==> config.mk <==
export PLATFORM = sky130hd
export DESIGN_NAME = cpu_front
export DESIGN_NICKNAME = d
export VERILOG_FILES = /design/src/design/cache_geom_pkg.sv /design/src/design/cache_bus_pkg.sv /design/src/design/cpu_front.sv
export SDC_FILE = /design/constraint.sdc
export NUM_CORES = 1
export LEC_CHECK = 0
export BUFFER_PORTS_ARGS = -buffer_cell sky130_fd_sc_hd__buf_2
export CAP_MARGIN = 0
export CORE_AREA = 2 2 155 157
export DETAILED_ROUTE_END_ITERATION = 6
export DIE_AREA = 0 0 157 159
export GPL_TIMING_DRIVEN = 0
export SLEW_MARGIN = 20
export SYNTH_ARGS = -nofsm -noshare
export SYNTH_HDL_FRONTEND = slang
export SYNTH_SLANG_ARGS = --single-unit
==> constraint.sdc <==
create_clock -name clk -period 1.7 [get_ports clk]
set_input_delay 0.17 -clock clk [delete_from_list [all_inputs] [get_ports clk]]
set_output_delay 0.17 -clock clk [all_outputs]
set_load 0.005 [all_outputs]
==> src/design/cache_geom_pkg.sv <==
package cache_geom_pkg;

  localparam int addr_bits = 32;
  localparam int line_words = 4;
  localparam int byte_bits = 2;  // byte offset inside a word
  localparam int word_sel_bits = $clog2(line_words);
  localparam int offset_bits = byte_bits + word_sel_bits;

  // 256 sets unless the top level says otherwise
  localparam int default_set_bits = 8;
  localparam int default_tag_bits = addr_bits - default_set_bits - offset_bits;

  typedef logic [31:0] word_t;
  typedef logic [3:0] strb_t;  // one strobe per byte of word_t

  // word 0 sits in the low bits, same order as memory
  typedef word_t [line_words-1:0] line_t;

  // address fields at the default geometry
  typedef logic [default_set_bits-1:0] index_t;
  typedef logic [default_tag_bits-1:0] tag_t;
  typedef logic [word_sel_bits-1:0] word_sel_t;

endpackage

==> src/design/cache_bus_pkg.sv <==
package cache_bus_pkg;
  import cache_geom_pkg::*;

  // cpu side request, word aligned
  typedef struct packed {
    logic we;  // store
    logic [addr_bits-1:0] addr;
    strb_t wstrb;
    word_t wdata;
  } cpu_req_t;

  // memory side request, always a whole line
  typedef struct packed {
    logic we;  // write-back of a victim
    logic [addr_bits-1:0] addr;  // offset bits are zero
    line_t line;
  } mem_req_t;

  // one write into the tag and data arrays
  typedef struct packed {
    logic en;
    logic way;
    index_t index;
    tag_t tag;
    line_t line;
    logic dirty;
  } arr_wr_t;

endpackage

==> src/design/cpu_front.sv <==
module cpu_front
  import cache_geom_pkg::*;
  import cache_bus_pkg::*;
#(
  parameter int set_bits = default_set_bits
) (
  input  logic     clk,
  input  logic     rst_n,
  input  logic     req_valid,
  input  logic     req_ready,
  input  cpu_req_t req,
  input  logic     respond,
  input  line_t    hit_line,
  output logic [set_bits-1:0] read_index,
  output logic [set_bits-1:0] cur_index,
  output logic [addr_bits-set_bits-offset_bits-1:0] cur_tag,
  output logic     cur_we,
  output line_t    store_line,
  output logic     resp_valid,
  output word_t    rdata
);

  localparam int tag_bits = addr_bits - set_bits - offset_bits;

  cpu_req_t req_q;
  logic accept;
  word_sel_t word_sel;

  assign accept = req_valid && req_ready;

  always_ff @(posedge clk) begin
    if (!rst_n) begin
      req_q <= '0;
    end else if (accept) begin
      req_q <= req;
    end
  end

  // the rams sample this index, so a new request must go straight through
  assign read_index = accept ? req.addr[offset_bits +: set_bits]
                             : req_q.addr[offset_bits +: set_bits];

  assign cur_index = req_q.addr[offset_bits +: set_bits];
  assign cur_tag   = req_q.addr[addr_bits-1 -: tag_bits];
  assign cur_we    = req_q.we;
  assign word_sel  = req_q.addr[byte_bits +: word_sel_bits];

  // load word, only in the response cycle
  assign resp_valid = respond;
  assign rdata = (respond && !req_q.we) ? hit_line[word_sel] : '0;

  // patch the strobed bytes into the hit line
  always_comb begin
    store_line = hit_line;
    for (int b = 0; b < $bits(strb_t); b++) begin
      if (req_q.wstrb[b]) begin
        store_line[word_sel][8*b +: 8] = req_q.wdata[8*b +: 8];
      end
    end
  end

  // the controller answers only while it is busy with the held request
  a_no_resp_when_ready: assert property (
    @(posedge clk) disable iff (!rst_n) !(respond && req_ready)
  );

endmodule

==> results_dict.tcl <==
set metrics [dict create \
    status "finished, violations left" \
    violations "setup timing" \
    worst_pin_slew_ns 0.662 \
    rsz0062_at_grt "yes" \
    finalPower_mw 5.95 \
    yosys_warnings 0 \
    fin_nets 1252 \
    whs_ns 0.0801 \
    clock.fmax_ghz 0.513 \
    track_usage 0.209 \
    grt_util_met2 0.372 \
    hpwl_um 19900 \
    grt.met1_usage 0.260 \
    yosysUniqueCellTypes 20 \
    route.vias.total 6727 \
    clock_path_buffers 2 \
    avgViaCountPerCell 4.89 \
    syn_nets 805 \
    synth_top_area_cell "mux2_2" \
    core_area_um2 23200 \
    portBuffers 395 \
    rows 56 \
    hp-class "in -> reg" \
    yosysSeqAreaShare 0.230 \
    fin_skew_ns 0 \
    wl_per_cell_um 20.7 \
    cts_tree "done" \
    period_needed_ns 1.95 \
    path_class "reg -> out" \
    critPathLaunchType "register" \
    grt_pass1_wl_um 39800 \
    ys_seq_elements 67 \
    layout_common_cells "buf_2 (345), buf_6 (80), nand3_1 (67), a21bo_2 (67), a21oi_1 (67)" \
    syn_avg_cell_area_um2 9.66 \
    relSlewSlack 0.559 \
    drive_gt1_frac 0.761 \
    area_delta_synth_final_pct 84.1 \
    cap_viol_max_count 0 \
    ir_worst_vdd_mv 0.481 \
    drt-pass1-iter-count 5 \
    timing.final.ws_setup_ns -0.249 \
    setup_viol 160 \
    p_per_area_nw_per_um2 555 \
    busiest_layer "met2" \
    worstPathArrival_ns 1.78 \
    drtIter0Drc 374 \
    synth_top_cells_by_area "mux2_2 (25%), dfxtp_1 (23%), a21bo_2 (12%)" \
    drv_slew 0 \
    die_w_um 157 \
    grt_max_degree 13 \
    grt-ovfl-total 0 \
    end_kind "output pin" \
    drc 0 \
    gp_congestion 0.855 \
    final_common_cell "buf_2" \
    ant_nets 0 \
    clk_pin_slew_ns 0.06 \
    syn_area_um2 5830 \
    power.leakage_nw 5.11 \
    grt_use_met3 0.0416 \
    hold_viol 0 \
    syn_inst 603 \
    dieHeight_um 159 \
    io_pins 400 \
    worstPathRequired_ns 1.53 \
    die-area_um2 25000 \
    initial_core_util 0.251 \
    antenna_found_initial 4 \
    root_buffer "clkbuf_16" \
    synth_top_area_frac 0.247 \
    cts_inserted_buffers 9 \
    grt_pass1_vias 6528 \
    clk_latency_ns 0.33 \
    post-route-period-util 1.15 \
    hold_buffers 0 \
    numClockSinks 67 \
    totalWireLength_um 28500 \
    crit_fanout 5 \
    cts_max_level 3 \
]
## worst paths after layout
path / cells past startpoint / end / slack [ns] / from
setup / recovery: 6 / store_line[11] / -0.25 / req_q[39]
hold / removal: 3 / req_q[9] / 0.08 / req[9]
setup reg to reg: 5 / req_q[38] / 0.46 / req_q[38]
hold reg to reg: 2 / cur_tag[9] / 0.57 / cur_tag[9]
## logic make-up (layout without fill, tap and decap cells)
| logic type | after synthesis | count (layout) | synth area share |
|---|---|---|---|
| other | 0 | 2 | 0 |
| muxes | 192 | 192 | 0.357 |
| buffers and inverters | 85 | 536 | 0.0949 |
| AOI/OAI and AO/OA | 166 | 166 | 0.215 |
| and+or+nand+nor | 93 | 93 | 0.103 |
| DFF | 67 | 67 | 0.230 |
## synth_stat cells
| library cell | count |
|---|---|
| mux2_2 | 128 |
| a21bo_2 | 67 |
| a21oi_1 | 67 |
| dfxtp_1 | 67 |
| nand3_1 | 67 |
| mux2i_1 | 64 |
| buf_4 | 32 |
| o22ai_1 | 25 |
| buf_2 | 19 |
| clkbuf_1 | 19 |
| buf_6 | 12 |
| nand2_1 | 8 |
| nand3b_2 | 8 |
| o22ai_2 | 7 |
| nand3_2 | 4 |
| nor3b_4 | 4 |
| buf_1 | 2 |
| inv_1 | 1 |
| nand3b_4 | 1 |
| or3b_1 | 1 |
## registers in the layout (all words and copies together) (netlist names)
name       flops
cur_tag       20
cur_index      8
cur_we         1
req_q         38
## metrics by stage
stage | setup WS (ns) | area [um^2] | std cells | setup TNS [ns] | util
global placement | -0.254 | 8200 | 1317 | -5.90 | 0.354
global route | -0.302 | 10700 | 1374 | -37.92 | 0.462
floorplan | 0.348 | 5830 | 603 | 0 | -
detailed placement | -0.285 | 8200 | 1317 | -6.78 | 0.354
finish | -0.249 | 10700 | 1375 | -27.94 | 0.462
CTS | -0.279 | 10100 | 1367 | -32.41 | 0.437
## worst max-delay path, stage by stage, from the launching register on
cell and delay, ns:
dfxtp_4 0.37, buf_16 0.15, buf_6 0.11, nor3b_4 0.21, buf_6 0.17, mux2_4 0.31
buf_6 0.12
## layout make-up
cell class                 instances  area, um^2
antenna                            2        5.00
buffer                            83         713
clock buffer                       9         225
clock inverter                     6        90.1
fill                            2170       12500
inverter                           1        3.75
multi-input combinational        451        4830
sequential                        67        1350
tap                              319         399
timing repair buffer             437        3110
## routing by layer
metal	up-vias	routed length, um
met4	4	414
li1	3133	-
met2	284	14500
met1	3272	11800
met3	34	1760
met5	-	27
## repair_timing
action,in CTS,in global routing
setup endpoints to repair,160,160
gates cloned,9,5
pin swaps,14,9
gates resized for setup,222,87
buffers inserted,27,4
## power breakdown
group,total (mW),internal [mW],leakage (nW),switching (mW)
clock network,2.05,1.28,0.152,0.768
registers,1.73,1.64,0.551,0.0836
logic,2.17,1.25,4.41,0.926
(Power assumes the default switching activity.)
