[config.mk]
export PLATFORM = sky130hd
export DESIGN_NAME = cache_ctrl
export DESIGN_NICKNAME = d
export VERILOG_FILES = /design/src/design/cache_geom_pkg.sv /design/src/design/cache_bus_pkg.sv /design/src/design/cache_ctrl.sv
export SDC_FILE = /design/constraint.sdc
export NUM_CORES = 1
export LEC_CHECK = 0
export BUFFER_PORTS_ARGS = -buffer_cell sky130_fd_sc_hd__buf_2
export CORE_AREA = 3 3 295 297
export CTS_BUF_LIST = sky130_fd_sc_hd__clkbuf_4 sky130_fd_sc_hd__clkbuf_8 sky130_fd_sc_hd__clkbuf_16
export CTS_CLUSTER_SIZE = 30
export DETAILED_ROUTE_END_ITERATION = 10
export DIE_AREA = 0 0 298 300
export PLACE_DENSITY = 0.3
export SYNTH_ARGS = -nofsm -noshare
export SYNTH_HDL_FRONTEND = slang
export SYNTH_SLANG_ARGS = --single-unit
[constraint.sdc]
create_clock -name clk -period 5.3 [get_ports clk]
set_input_delay 0.53 -clock clk [delete_from_list [all_inputs] [get_ports clk]]
set_output_delay 0.53 -clock clk [all_outputs]
set_load 0.02 [all_outputs]
[src/design/cache_geom_pkg.sv]
package cache_geom_pkg;

  localparam int addr_bits = 32;
  localparam int line_words = 4;
  localparam int byte_bits = 2;  // byte offset inside a word
  localparam int word_sel_bits = $clog2(line_words);
  localparam int offset_bits = byte_bits + word_sel_bits;

  // 256 sets unless the top level says otherwise
  localparam int default_set_bits = 8;
  localparam int default_tag_bits = addr_bits - default_set_bits - offset_bits;

  typedef logic [31:0] word_t;
  typedef logic [3:0] strb_t;  // one strobe per byte of word_t

  // word 0 sits in the low bits, same order as memory
  typedef word_t [line_words-1:0] line_t;

  // address fields at the default geometry
  typedef logic [default_set_bits-1:0] index_t;
  typedef logic [default_tag_bits-1:0] tag_t;
  typedef logic [word_sel_bits-1:0] word_sel_t;

endpackage

[src/design/cache_bus_pkg.sv]
package cache_bus_pkg;
  import cache_geom_pkg::*;

  // cpu side request, word aligned
  typedef struct packed {
    logic we;  // store
    logic [addr_bits-1:0] addr;
    strb_t wstrb;
    word_t wdata;
  } cpu_req_t;

  // memory side request, always a whole line
  typedef struct packed {
    logic we;  // write-back of a victim
    logic [addr_bits-1:0] addr;  // offset bits are zero
    line_t line;
  } mem_req_t;

  // one write into the tag and data arrays
  typedef struct packed {
    logic en;
    logic way;
    index_t index;
    tag_t tag;
    line_t line;
    logic dirty;
  } arr_wr_t;

endpackage

[src/design/cache_ctrl.sv]
module cache_ctrl
  import cache_geom_pkg::*;
  import cache_bus_pkg::*;
#(
  parameter int set_bits = default_set_bits
) (
  input  logic     clk,
  input  logic     rst_n,
  input  logic     req_valid,
  output logic     req_ready,
  input  logic     cur_we,
  input  logic [set_bits-1:0] cur_index,
  input  logic [addr_bits-set_bits-offset_bits-1:0] cur_tag,
  input  logic     hit,
  input  logic     hit_way,
  input  line_t    store_line,
  input  logic     victim_dirty,
  input  logic [addr_bits-set_bits-offset_bits-1:0] victim_tag,
  input  line_t    victim_line,
  output logic     respond,
  output arr_wr_t  wr,
  output logic     mem_valid,
  output mem_req_t mem_req,
  input  logic     mem_ack,
  input  line_t    mem_rdata
);

  typedef enum logic [2:0] {
    IDLE,
    LOOKUP,
    STORE,
    WRITEBACK,
    REFILL
  } state_t;

  state_t state, next_state;

  logic mem_valid_q;
  mem_req_t mem_req_q;
  mem_req_t wb_req;
  mem_req_t fill_req;
  logic done;  // transfer completes this cycle
  logic miss;

  assign done = mem_valid_q && mem_ack;
  assign miss = (state == LOOKUP) && !hit;

  assign wb_req = '{we: 1'b1,
                    addr: {victim_tag, cur_index, {offset_bits{1'b0}}},
                    line: victim_line};
  assign fill_req = '{we: 1'b0,
                      addr: {cur_tag, cur_index, {offset_bits{1'b0}}},
                      line: '0};

  always_ff @(posedge clk) begin
    if (!rst_n) begin
      state <= IDLE;
    end else begin
      state <= next_state;
    end
  end

  always_comb begin
    next_state = state;
    case (state)
      IDLE: begin
        if (req_valid) begin
          next_state = LOOKUP;
        end
      end
      LOOKUP: begin
        if (hit) begin
          next_state = cur_we ? STORE : IDLE;
        end else begin
          next_state = victim_dirty ? WRITEBACK : REFILL;
        end
      end
      STORE: next_state = IDLE;
      WRITEBACK: begin
        if (done) begin
          next_state = REFILL;
        end
      end
      REFILL: begin
        if (done) begin
          next_state = LOOKUP;  // look again, now it hits
        end
      end
      default: next_state = IDLE;
    endcase
  end

  assign req_ready = (state == IDLE);
  assign respond = (state == LOOKUP) && hit;

  // mem_valid drops for a cycle between write-back and refill
  always_ff @(posedge clk) begin
    if (!rst_n) begin
      mem_valid_q <= 1'b0;
    end else if (done) begin
      mem_valid_q <= 1'b0;
    end else if (miss || state == REFILL) begin
      mem_valid_q <= 1'b1;
    end
  end

  always_ff @(posedge clk) begin
    if (miss) begin
      mem_req_q <= victim_dirty ? wb_req : fill_req;
    end else if (state == WRITEBACK && done) begin
      mem_req_q <= fill_req;
    end
  end

  assign mem_valid = mem_valid_q;
  assign mem_req = mem_req_q;

  // array writes: merged store line, or the refilled line
  always_comb begin
    wr = '0;
    wr.way = hit_way;
    wr.index = cur_index;
    wr.tag = cur_tag;
    if (state == STORE) begin
      wr.en = 1'b1;
      wr.line = store_line;
      wr.dirty = 1'b1;
    end else if (state == REFILL && done) begin
      wr.en = 1'b1;
      wr.line = mem_rdata;
      wr.dirty = 1'b0;  // clean copy of memory
    end
  end

  a_mem_req_stable: assert property (
    @(posedge clk) disable iff (!rst_n)
    (mem_valid && !mem_ack) |=> (mem_valid && $stable(mem_req))
  );

endmodule

==> results_dict.tcl <==
set metrics [dict create \
    max_slew.worst_pin.slew_ps 990 \
    p_seq_frac 0.434 \
    synth_area_sq_um 7990 \
    hold_viol 0 \
    fin_skew_ps 13.7 \
    ys_types 39 \
    h-tree-depth 4 \
    cts_setup_buffers 0 \
    setup_violations 0 \
    final_nets 1699 \
    io_pins 763 \
    timing.fmax_mhz 268 \
    slowest_delay_ps 880 \
    wl_per_cell_microns 24.5 \
    swShare 0.309 \
    grt_max_degree 99 \
    vias 7840 \
    gp_congestion 1.00 \
    status "completed" \
    fillers 9704 \
    reg2reg_slack_ps 2890 \
    slew_viol_final 0 \
    start_util 0.0942 \
    crit_arrival_ps 3200 \
    synth_top_area_frac 0.590 \
    die_h_microns 300 \
    hpwl_microns 50700 \
    cp_max_fo 88 \
    ctsHoldBuffers 0 \
    fp.dieW_microns 298 \
    power.leakage_nw 5.98 \
    power.switching_mw 1.09 \
    overflow 0 \
    min_from "cur_index[3]" \
    clockPowerShare 0.362 \
    slew_headroom 0.340 \
    core_sq_um 84900 \
    critPathRequiredTime_ps 4770 \
    core.rowCount 107 \
    rr_startpoint "state[0]" \
    crit_path_end_kind "output port" \
    numCtsBuffers 17 \
    fin_crit_ps 3730 \
    crit_path_start_kind "flop" \
    power_mw 3.51 \
    worst-setup-path-type "flop to output port" \
    avgSynthCellArea_sq_um 14.5 \
    grt_pass1_vias 8014 \
    path_cells "nor3b_4 > and3_4 > buf_4 > a22o_2 > buf_2" \
    synth_flop_cell "edfxtp_1" \
    min_to "mem_req[135]" \
    rsz0062_at_grt "no" \
    ys_ff_latch 161 \
    yosysTopAreaCell "edfxtp_1" \
    max_cap_violations 0 \
    layout_common_cells "buf_2, edfxtp_1, and2_1" \
    grt_pass1_wl_microns 76000 \
    drtAntennaViolNets 0 \
    ir_drop_v 0.000242 \
    cpMaxStageDelayCell "and3_4" \
    ys_warn_count 0 \
    clk_path_buf_depth 2 \
    clock_latency_ps 480 \
    cts_resized 0 \
    holdCritPathClass "input pin to flop" \
    via_per_inst 3.23 \
    dieArea_sq_um 89400 \
    drc 0 \
    reg2reg_depth 5 \
    syn_to_final_growth_pct 65.6 \
    cellPowerDensity_nw_per_um2 265 \
    fin_crit_sh 0.704 \
    combPwrFrac 0.204 \
    fin_setup_tns_ps 0 \
    worst_hold_path.num_cells 1 \
    cts_tree "built" \
    ys_seq_area_frac 0.600 \
    totalWireLength_microns 59300 \
    intPower_mw 2.43 \
    synth_edf_count 157 \
    drt_iter0_drc 439 \
    synth.area.top_cells "edfxtp_1, a22o_2, and2_1, a22o_1, buf_4" \
    hold_slack_ps 236 \
    syn_inst 553 \
    async_flop_share 0 \
    antenna_found_initial 40 \
    grt_usage 0.128 \
    drive_gt1_frac 0.722 \
    port_buffers 756 \
    final_common_cell "buf_2" \
    dr.pass1.iters 4 \
    clk_pin_slew_ps 80 \
    reg2reg_to "mem_req[78]" \
    cts_root_buf "clkbuf_16" \
    tritoncts_num_sinks 161 \
]
through the flow:
stage                     area [sq um]  cells   util  setup WS (ps)
final                            13200   2424  0.156           1570
after global routing             13200   2418  0.156           1320
after CTS                        13200   2416  0.156           1510
after detailed placement         12600   2384  0.149           2090
after global placement           12600   2384  0.149           2210
after floorplan                   8000    556      -            443
cell families after synthesis:
family,synth area share
other cells,0.000469
simple gates,0.121
flops,0.600
compound gates,0.164
buf+inv,0.0869
mux,0.0282
worst max-delay path by stage:
stage / start / endpoint / slack (ps) / cells after the start
floorplan: state[0] / mem_req[0] / 440 / 3
global placement: state[2] / wr[102] / 2210 / 5
detailed placement: state[2] / wr[102] / 2090 / 5
CTS: state[2] / wr[102] / 1510 / 5
global route: state[2] / wr[107] / 1320 / 5
finish: state[2] / wr[103] / 1570 / 5
sequential cells by signal, summed over array words and instances (netlist names):
name,cells
mem_req,157
mem_valid,1
state,3
cell type report:
cell class | instances | area [sq um] | area share
antenna | 8 | 20.0 | 0.00151
multi-input combinational | 314 | 2530 | 0.191
clock inverter | 13 | 129 | 0.00974
clock buffer | 19 | 440 | 0.0333
inverter | 1 | 6.26 | 0.000473
sequential | 161 | 4790 | 0.362
tap | 1144 | 1430 | 0.108
timing repair buffer | 764 | 3880 | 0.293
worst max-delay path: cells and delay by family, from the launching register on:
family | cells | cell delay (ps)
AO/OA/AOI/OAI | 1 | 220
buffers and inverters | 2 | 710
flip-flops | 1 | 520
AND/OR/NAND/NOR | 2 | 1190
Yosys cell counts (2+ instances only):
master and number:
buf_4 37, nand2_1 2, clkbuf_1 2, nor2b_1 2
buf_8 2, buf_2 15, a21boi_0 2, edfxtp_1 157
and3_1 2, nor3_1 2, o21ai_0 3, clkbuf_2 11
nor2_1 3, a31oi_1 2, mux2_2 20, and2_1 128
dfxtp_1 4, buf_12 11, a22o_1 35, a22o_2 93
nand2b_1 2
power groups by stage:
stage / clock (mW) / combinational, mW / sequential (mW)
after floorplan: 0 / 0.235 / 1.66
after global placement: 0 / 0.738 / 1.55
after detailed placement: 0 / 0.734 / 1.55
after CTS: 1.36 / 0.737 / 1.53
after global routing: 1.39 / 0.766 / 1.53
final: 1.27 / 0.715 / 1.52
metal layers:
metal	wire length, microns	share of wire	global-route usage
met5	261	0.0044	0
met2	30500	0.51	0.233
met4	2220	0.037	0.0509
met3	6820	0.12	0.0706
met1	19500	0.33	0.119
Note: power is estimated with default switching activity, not from simulation.
